==> src/mul_defs.svh <==
//////////////////////////////////////////////////////////////////////
// Widths and RV32M encodings for the multiply path
// Data width is fixed at 32, the halfword steps depend on it
// Only the OP major opcode with the MULDIV funct7 is recognized
//////////////////////////////////////////////////////////////////////

`ifndef MUL_DEFS_SVH
`define MUL_DEFS_SVH

// Datapath and register index widths
`define MUL_XLEN   32
`define MUL_RIDX_W 5

// Major opcode and funct7 of the M extension
`define MUL_OPC_OP    7'b0110011
`define MUL_F7_MULDIV 7'b0000001

// funct3 values of the four multiplies
// Values 3'b100 to 3'b111 are divide and remainder
`define MUL_F3_MUL    3'b000
`define MUL_F3_MULH   3'b001
`define MUL_F3_MULHSU 3'b010
`define MUL_F3_MULHU  3'b011

`endif

==> src/mul_pkg.sv <==
//////////////////////////////////////////////////////////////////////
// Shared types of the multiply path
// Field widths come from the defines header
// short_signed bit 0 marks rs1 signed, bit 1 marks rs2 signed
//////////////////////////////////////////////////////////////////////

`include "mul_defs.svh"

package mul_pkg;

  // Operation class seen by the execute block
  typedef enum logic {
    // Low word of the 32x32 product
    MUL_M32 = 1'b0,
    // High word of the 64-bit product
    MUL_H   = 1'b1
  } mul_opcode_e;

  // Steps of the halfword MULH sequence
  typedef enum logic [1:0] {
    ALBL = 2'b00,
    ALBH = 2'b01,
    AHBL = 2'b10,
    AHBH = 2'b11
  } mult_state_e;

  // Decoded request held in the decode register
  typedef struct packed {
    mul_opcode_e               op;
    // Ignored for MUL
    logic [1:0]                short_signed;
    logic [`MUL_RIDX_W-1:0]    rd;
    logic [`MUL_XLEN-1:0]      op_a;
    logic [`MUL_XLEN-1:0]      op_b;
  } mul_req_t;

  // Writeback beat
  typedef struct packed {
    logic [`MUL_RIDX_W-1:0]    rd;
    logic [`MUL_XLEN-1:0]      data;
  } mul_wb_t;

endpackage

==> src/mul_decoder.sv <==
//////////////////////////////////////////////////////////////////////
// Decode stage of the multiply path
// Accepts a word only while ready_o is high
// Illegal words are dropped and flagged one clock later
// The request stays put until the execute block takes it
//////////////////////////////////////////////////////////////////////

`include "mul_defs.svh"

module mul_decoder import mul_pkg::*; (
  input  logic                 clk,
  input  logic                 rst_n,
  input  logic                 instr_valid_i,
  input  logic [31:0]          instr_i,
  input  logic [`MUL_XLEN-1:0] rs1_data_i,
  input  logic [`MUL_XLEN-1:0] rs2_data_i,
  input  logic                 unit_ready_i,
  output mul_req_t             req_o,
  output logic                 req_valid_o,
  output logic                 ready_o,
  output logic                 illegal_o
);

  // Instruction fields
  logic [6:0]  opcode;
  logic [6:0]  funct7;
  logic [2:0]  funct3;

  // Decode results
  logic        legal;
  mul_opcode_e dec_op;
  logic [1:0]  dec_signed;

  // Handshake
  logic        accept;
  logic        consume;

  // Decode register
  mul_req_t    req_q;
  logic        req_valid_q;
  logic        illegal_q;

  assign opcode = instr_i[6:0];
  assign funct3 = instr_i[14:12];
  assign funct7 = instr_i[31:25];

  always_comb begin
    legal      = 1'b0;
    dec_op     = MUL_M32;
    dec_signed = 2'b00;
    if ((opcode == `MUL_OPC_OP) && (funct7 == `MUL_F7_MULDIV)) begin
      case (funct3)
        `MUL_F3_MUL: begin
          legal = 1'b1;
        end
        // Signed x signed
        `MUL_F3_MULH: begin
          legal      = 1'b1;
          dec_op     = MUL_H;
          dec_signed = 2'b11;
        end
        // Signed rs1 x unsigned rs2
        `MUL_F3_MULHSU: begin
          legal      = 1'b1;
          dec_op     = MUL_H;
          dec_signed = 2'b01;
        end
        `MUL_F3_MULHU: begin
          legal  = 1'b1;
          dec_op = MUL_H;
        end
        // Divide and remainder stay illegal here
        default: legal = 1'b0;
      endcase
    end
  end

  // Free when empty or handing over this cycle
  assign consume = req_valid_q && unit_ready_i;
  assign ready_o = !req_valid_q || unit_ready_i;
  assign accept  = instr_valid_i && ready_o;

  ////////////////////////////////////////////////////////////////////
  // Registers
  ////////////////////////////////////////////////////////////////////

  always_ff @(posedge clk or negedge rst_n) begin
    if (!rst_n) begin
      req_valid_q <= 1'b0;
      illegal_q   <= 1'b0;
    end else begin
      illegal_q <= accept && !legal;
      if (accept && legal) begin
        req_valid_q <= 1'b1;
      end else if (consume) begin
        req_valid_q <= 1'b0;
      end
    end
  end

  // Payload follows the valid flag
  always_ff @(posedge clk) begin
    if (accept && legal) begin
      req_q.op           <= dec_op;
      req_q.short_signed <= dec_signed;
      req_q.rd           <= instr_i[11:7];
      req_q.op_a         <= rs1_data_i;
      req_q.op_b         <= rs2_data_i;
    end
  end

  assign req_o       = req_q;
  assign req_valid_o = req_valid_q;
  assign illegal_o   = illegal_q;

endmodule

==> src/mul_result_stage.sv <==
//////////////////////////////////////////////////////////////////////
// One-entry result register in front of writeback
// Output holds stable until wb_ready_i is high
// A new result may load in the same cycle the old one drains
//////////////////////////////////////////////////////////////////////

module mul_result_stage import mul_pkg::*; (
  input  logic    clk,
  input  logic    rst_n,
  input  mul_wb_t res_i,
  input  logic    res_valid_i,
  input  logic    wb_ready_i,
  output logic    stage_ready_o,
  output mul_wb_t wb_o,
  output logic    wb_valid_o
);

  // Entry and its flag
  mul_wb_t wb_q;
  logic    wb_valid_q;

  // Empty or draining this cycle
  assign stage_ready_o = !wb_valid_q || wb_ready_i;

  always_ff @(posedge clk or negedge rst_n) begin
    if (!rst_n) begin
      wb_valid_q <= 1'b0;
    end else begin
      if (res_valid_i) begin
        wb_valid_q <= 1'b1;
      end else if (wb_ready_i) begin
        // Entry taken, nothing behind it
        wb_valid_q <= 1'b0;
      end
    end
  end

  // Producer only strobes while stage_ready_o is high
  always_ff @(posedge clk) begin
    if (res_valid_i) begin
      wb_q <= res_i;
    end
  end

  assign wb_o       = wb_q;
  assign wb_valid_o = wb_valid_q;

endmodule

==> src/mul_subsystem_top.sv <==
//////////////////////////////////////////////////////////////////////
// Multiply subsystem, decode then execute then result register
// Strobe instr_valid_i only while ready_o is high
// MUL latency 2 clocks, MULH family 5 clocks, without stalls
// Results leave in issue order
//////////////////////////////////////////////////////////////////////

`include "mul_defs.svh"

module mul_subsystem_top import mul_pkg::*; (
  input  logic                 clk,
  input  logic                 rst_n,
  input  logic                 instr_valid_i,
  input  logic [31:0]          instr_i,
  input  logic [`MUL_XLEN-1:0] rs1_data_i,
  input  logic [`MUL_XLEN-1:0] rs2_data_i,
  output logic                 ready_o,
  output logic                 illegal_o,
  output mul_wb_t              wb_o,
  output logic                 wb_valid_o,
  input  logic                 wb_ready_i
);

  // Decode to execute
  mul_req_t req;
  logic     req_valid;
  logic     unit_ready;

  // Execute to result
  mul_wb_t  res;
  logic     res_valid;
  logic     stage_ready;

  mul_decoder i_decoder (
    .clk           (clk),
    .rst_n         (rst_n),
    .instr_valid_i (instr_valid_i),
    .instr_i       (instr_i),
    .rs1_data_i    (rs1_data_i),
    .rs2_data_i    (rs2_data_i),
    .unit_ready_i  (unit_ready),
    .req_o         (req),
    .req_valid_o   (req_valid),
    .ready_o       (ready_o),
    .illegal_o     (illegal_o)
  );

  mul_unit i_unit (
    .clk         (clk),
    .rst_n       (rst_n),
    .req_i       (req),
    .req_valid_i (req_valid),
    .ex_ready_i  (stage_ready),
    .res_o       (res),
    .res_valid_o (res_valid),
    .ready_o     (unit_ready)
  );

  mul_result_stage i_result (
    .clk           (clk),
    .rst_n         (rst_n),
    .res_i         (res),
    .res_valid_i   (res_valid),
    .wb_ready_i    (wb_ready_i),
    .stage_ready_o (stage_ready),
    .wb_o          (wb_o),
    .wb_valid_o    (wb_valid_o)
  );

endmodule

==> src/mul_unit.sv <==
//////////////////////////////////////////////////////////////////////
// Execute block for MUL and the MULH family
// MUL completes combinationally in the request cycle
// MULH runs four halfword steps, one per clock, result in AHBH
// The request must stay on req_i until ready_o is seen high
// Completion waits for ex_ready_i in both cases
//////////////////////////////////////////////////////////////////////

`include "mul_defs.svh"

module mul_unit import mul_pkg::*; (
  input  logic     clk,
  input  logic     rst_n,
  input  mul_req_t req_i,
  input  logic     req_valid_i,
  input  logic     ex_ready_i,
  output mul_wb_t  res_o,
  output logic     res_valid_o,
  output logic     ready_o
);

  // Shared 32-bit multiplier
  logic [`MUL_XLEN-1:0] op_a;
  logic [`MUL_XLEN-1:0] op_b;
  logic [33:0]          int_result;

  // Step sequencing
  mult_state_e          state_q;
  mult_state_e          state_d;
  logic                 mulh_start;
  logic                 mulh_shift;
  logic                 mulh_save;
  logic                 sum_load;
  logic                 sum_clear;

  // Halfword operands, bit 16 is the extension bit
  logic [16:0]          mulh_al;
  logic [16:0]          mulh_bl;
  logic [16:0]          mulh_ah;
  logic [16:0]          mulh_bh;
  logic [16:0]          mulh_a;
  logic [16:0]          mulh_b;

  // Running sum with its carry
  logic [`MUL_XLEN-1:0] sum_q;
  logic                 carry_q;
  logic [32:0]          mulh_c;
  logic [33:0]          mulh_sum;
  logic [33:0]          mulh_sum_shifted;
  logic [33:0]          mulh_result;

  ////////////////////////////////////////////////////////////////////
  // Halfword datapath
  ////////////////////////////////////////////////////////////////////

  // Low halves always unsigned
  assign mulh_al = {1'b0, req_i.op_a[15:0]};
  assign mulh_bl = {1'b0, req_i.op_b[15:0]};
  // Upper halves extend only for a signed operand
  assign mulh_ah = {req_i.short_signed[0] && req_i.op_a[31], req_i.op_a[31:16]};
  assign mulh_bh = {req_i.short_signed[1] && req_i.op_b[31], req_i.op_b[31:16]};

  assign mulh_c           = {carry_q, sum_q};
  assign mulh_sum         = $signed(int_result) + $signed(mulh_c);
  assign mulh_sum_shifted = $signed(mulh_sum) >>> 16;
  assign mulh_result      = mulh_shift ? mulh_sum_shifted : mulh_sum;

  assign mulh_start = req_valid_i && (req_i.op == MUL_H);

  always_comb begin
    state_d     = state_q;
    mulh_a      = mulh_al;
    mulh_b      = mulh_bl;
    mulh_shift  = 1'b0;
    mulh_save   = 1'b0;
    sum_load    = 1'b0;
    sum_clear   = 1'b0;
    ready_o     = ex_ready_i;
    res_valid_o = 1'b0;
    case (state_q)
      // Idle, also the MUL path
      ALBL: begin
        mulh_shift = 1'b1;
        if (mulh_start) begin
          ready_o  = 1'b0;
          sum_load = 1'b1;
          state_d  = ALBH;
        end else begin
          res_valid_o = req_valid_i && ex_ready_i;
        end
      end
      ALBH: begin
        mulh_b    = mulh_bh;
        mulh_save = 1'b1;
        sum_load  = 1'b1;
        ready_o   = 1'b0;
        state_d   = AHBL;
      end
      AHBL: begin
        mulh_a     = mulh_ah;
        mulh_shift = 1'b1;
        sum_load   = 1'b1;
        ready_o    = 1'b0;
        state_d    = AHBH;
      end
      // Final step, hold here until the result stage takes it
      AHBH: begin
        mulh_a = mulh_ah;
        mulh_b = mulh_bh;
        if (ex_ready_i) begin
          res_valid_o = 1'b1;
          sum_clear   = 1'b1;
          state_d     = ALBL;
        end
      end
      default: state_d = ALBL;
    endcase
  end

  // Sum restarts from zero for every sequence
  always_ff @(posedge clk or negedge rst_n) begin
    if (!rst_n) begin
      state_q <= ALBL;
      sum_q   <= '0;
      carry_q <= 1'b0;
    end else begin
      state_q <= state_d;
      carry_q <= mulh_save && mulh_result[32];
      if (sum_clear) begin
        sum_q <= '0;
      end else if (sum_load) begin
        sum_q <= mulh_result[`MUL_XLEN-1:0];
      end
    end
  end

  ////////////////////////////////////////////////////////////////////
  // 32-bit multiplier and result select
  ////////////////////////////////////////////////////////////////////

  assign op_a = (req_i.op == MUL_M32) ? req_i.op_a : {{15{mulh_a[16]}}, mulh_a};
  assign op_b = (req_i.op == MUL_M32) ? req_i.op_b : {{15{mulh_b[16]}}, mulh_b};

  // Low word is the same for signed and unsigned MUL
  assign int_result = $signed(op_a) * $signed(op_b);

  assign res_o.rd   = req_i.rd;
  assign res_o.data = (req_i.op == MUL_M32) ? int_result[`MUL_XLEN-1:0]
                                            : mulh_result[`MUL_XLEN-1:0];

endmodule

==> config.mk <==
export PLATFORM = sky130hd
export DESIGN_NAME = mul_subsystem_top
export DESIGN_NICKNAME = d
export VERILOG_FILES = /design/src/mul_pkg.sv /design/src/mul_decoder.sv /design/src/mul_result_stage.sv /design/src/mul_subsystem_top.sv /design/src/mul_unit.sv
export VERILOG_INCLUDE_DIRS = /design/src
export SDC_FILE = /design/constraint.sdc
export NUM_CORES = 2
export LEC_CHECK = 0
export ABC_AREA = 1
export BUFFER_PORTS_ARGS = -buffer_cell sky130_fd_sc_hd__buf_2
export CORE_MARGIN = 1
export CORE_UTILIZATION = 34
export DETAILED_ROUTE_END_ITERATION = 8
export SYNTH_ARGS = -nofsm -noshare
export SYNTH_HDL_FRONTEND = slang
export SYNTH_SLANG_ARGS = --single-unit
==> constraint.sdc <==
create_clock -name clk -period 12.95 [get_ports clk]
set_input_delay 1.9425 -clock clk [delete_from_list [all_inputs] [get_ports clk]]
set_output_delay 1.9425 -clock clk [all_outputs]
set_load 0.01 [all_outputs]
==> key figures <==
Run status
  • Outcome: finished, final reports clean

Yosys
  • Distinct cells, synth: 51
  • Syn Area/Cell: 8.29 sq um
  • Sequential fraction of the synthesis area: 0.162
  • YS warnings: 0
  • Syn Nets: 3907
  • Post-Syn Instances: 3145
  • Synthesized cell area: 26100 sq um
  • Synthesized flop and latch total: 147

Global routing
  • Largest net degree at the start of global routing: 73
  • Gr ovfl total: 0
  • Initial antenna violation count: 1
  • Global-route wire length before repair: 119000 microns
  • Tot GR Track Use: 0.201
  • Vias in the first global route: 20600

Clocking
  • Skew-Pair Late Insertion Delay: 0.49 ns
  • Hold buffers post-CTS: 0
  • CTS max path bufs: 2
  • Clk root buf: clkbuf_16
  • Reg clk slew, reported paths: 0.07 ns
  • Post-CTS Setup Repair Bufs: 0
  • CTS Sinks: 147
  • PostCTS Resize Cnt: 0
  • H-tree depth: 4
  • CTS tree: built
  • Inserted Clock Buffers: 17

STA
  • Final min period: 11.58 ns
  • Least-Margin Pin Slew: 1.14 ns
  • Clk_skew: 0.0232 ns
  • Final TNS setup: 0 ns
  • Final setup fails: 0
  • Hold Vio Cnt, Final: 0
  • Final period util: 0.894
  • Maximum clock rate: 86.4 MHz
  • Max Slew Vio Count: 0
  • Relative slew slack: 0.240
  • Unrepaired setup endpoints after global routing: no

Final layout
  • Filler cell count: 7840
  • Antenna fix cells: 0
  • Layout Nets: 4006
  • Layout cell share with drive strength beyond 1: 0.0924
  • P&R area growth vs syn: 9.68%
  • Most frequent cells in the layout: nand2_1 (695), inv_1 (654), fa_1 (470)
  • Commonest non-fill, non-tap cell in the layout: nand2_1

Floorplanning
  • Rows: 101
  • Die Height: 279 microns
  • Chip width: 279 microns
  • I/O pin count: 140
  • Starting Density: 0.343
  • Core area: 75900 sq um
  • Die ar.: 77800 sq um

Drt
  • Detailed Route Iter0 Violations: 1663
  • 1st-pass router iterations: 8
  • Final wirelength: 75900 microns
  • Routed vias/inst: 4.85
  • # DRC: 0
  • DRT antenna net count: 0
  • Routed len/inst: 17.7 microns
  • Vias: 20800

Placed design
  • HPWL after DPL: 62100 microns
  • Port bufs: 129
  • RePlAce Congestion: 0.945

Critical path
  • Critical-path top delay cell: o21ai_2
  • CP arrival: 11.81 ns
  • Critical Path RT: 13.18 ns
  • CP startpoint kind: flip-flop
  • WS Path Type: flip-flop to flip-flop
  • Crit-path most repeated cell: nand2_1
  • Slowest stage delay, CP: 0.70 ns
  • Critical path endpoint category: flip-flop
  • CP Max Fanout: 16

Run
  • MaxCap Viol Count: 0

Min path
  • Min-Delay Path Class: flip-flop to flip-flop
## cell usage after synthesis, drive strengths merged
| cell | count | area share |
|---|---|---|
| a211oi | 1 | 0.00029 |
| a21boi | 1 | 0.00029 |
| a21o | 8 | 0.0023 |
| a21oi | 80 | 0.017 |
| a221oi | 1 | 0.00034 |
| a311oi | 1 | 0.00034 |
| a31oi | 9 | 0.0022 |
| a32o | 5 | 0.0019 |
| and2 | 2 | 0.00048 |
| buf | 21 | 0.0059 |
| clkbuf | 69 | 0.0099 |
| clkinv | 6 | 0.00086 |
| dfrtp | 38 | 0.036 |
| edfxtp | 109 | 0.13 |
| fa | 470 | 0.36 |
| ha | 192 | 0.092 |
| inv | 676 | 0.097 |
| mux2i | 1 | 0.00038 |
| nand2 | 717 | 0.11 |
| nand3 | 95 | 0.019 |
| nand3b | 12 | 0.0035 |
| nand4 | 7 | 0.0017 |
| nor2 | 413 | 0.060 |
| nor3 | 11 | 0.0021 |
| nor4 | 4 | 0.00096 |
| o211ai | 2 | 0.00058 |
| o21a | 2 | 0.00058 |
| o21ai | 109 | 0.026 |
| o21bai | 8 | 0.0023 |
| o221a | 2 | 0.00086 |
| o221ai | 1 | 0.00034 |
| o311ai | 1 | 0.00034 |
| o31ai | 1 | 0.00029 |
| o41ai | 1 | 0.00034 |
| or2 | 11 | 0.0026 |
| xnor2 | 20 | 0.0067 |
| xor2 | 38 | 0.013 |
## registers in the layout, summed over array words and instances, names as in the netlist
register	flops
i_decoder.req_valid_o	1
i_decoder.req_o	72
i_result.wb_valid_o	1
i_unit.state_q	2
i_unit.sum_q	32
i_unit.carry_q	1
i_decoder.illegal_o	1
i_result.wb_o	37
## kinds of logic after synthesis
group	share of synthesized area
adder cells (fa/ha/maj)	0.453
AND/OR/NAND/NOR	0.196
AO/OA/AOI/OAI	0.0554
multiplexers	0.000384
XOR/XNOR	0.0195
buffers and inverters	0.114
flip-flops	0.162
## metrics by stage
stage          cells  setup WS (ns)  hold slack [ns]  instance area, sq um  utilization
6_report        4287           1.37            0.414                 28600        0.377
4_1_cts         4287           1.32            0.418                 28600        0.377
2_1_floorplan   3145           3.69            0.400                 26100            -
3_5_place_dp    4255           1.35            0.406                 28000        0.369
5_1_grt         4287          0.762            0.418                 28600        0.377
3_3_place_gp    4255           1.36            0.402                 28000        0.369
## final cells by class
class                      instances  area, sq um  area share
clock buffer                      18          429      0.0150
clock inverter                    14          163     0.00569
inverter                         682         2560      0.0895
multi-input combinational       2226        19000       0.663
sequential                       147         4220       0.148
tap                             1030         1290      0.0450
timing repair buffer             170          966      0.0338
## worst paths after layout
check | from | to | slack [ns] | cells after the start
min in group asynchronous | rst_n | i_decoder.illegal_o$_DFF_PN0_ | 1.65 | 1
setup reg to reg | i_unit.state_q[1]$_DFFE_PN0P_ | i_result.wb_o[31]$_DFFE_PP_ | 1.37 | 46
setup / recovery | i_unit.state_q[1]$_DFFE_PN0P_ | i_result.wb_o[31]$_DFFE_PP_ | 1.37 | 46
max in group asynchronous | rst_n | i_unit.sum_q[23]$_DFFE_PN0P_ | 10.65 | 1
hold / removal | i_decoder.req_o[65]$_DFFE_PP_ | i_result.wb_o[33]$_DFFE_PP_ | 0.41 | 0
hold reg to reg | i_decoder.req_o[65]$_DFFE_PP_ | i_result.wb_o[33]$_DFFE_PP_ | 0.41 | 0
## layer usage
| layer | share of wire | GRT usage |
|---|---|---|
| met5 | 0 | 0 |
| met4 | 0.037 | 0.0771 |
| met3 | 0.070 | 0.0342 |
| met2 | 0.46 | 0.322 |
| met1 | 0.43 | 0.271 |
## critical path: cells and delay by family (launching register included)
family,cells,cell delay [ns]
flip-flops,1,0.42
buffers and inverters,9,1.33
XOR/XNOR,1,0.31
adder cells (fa/ha/maj),11,4.12
AND/OR/NAND/NOR,14,1.97
AO/OA/AOI/OAI,11,3.14
Power is not shown: default switching activity piles up to over one toggle a cycle in this logic, so the estimate is an artifact.
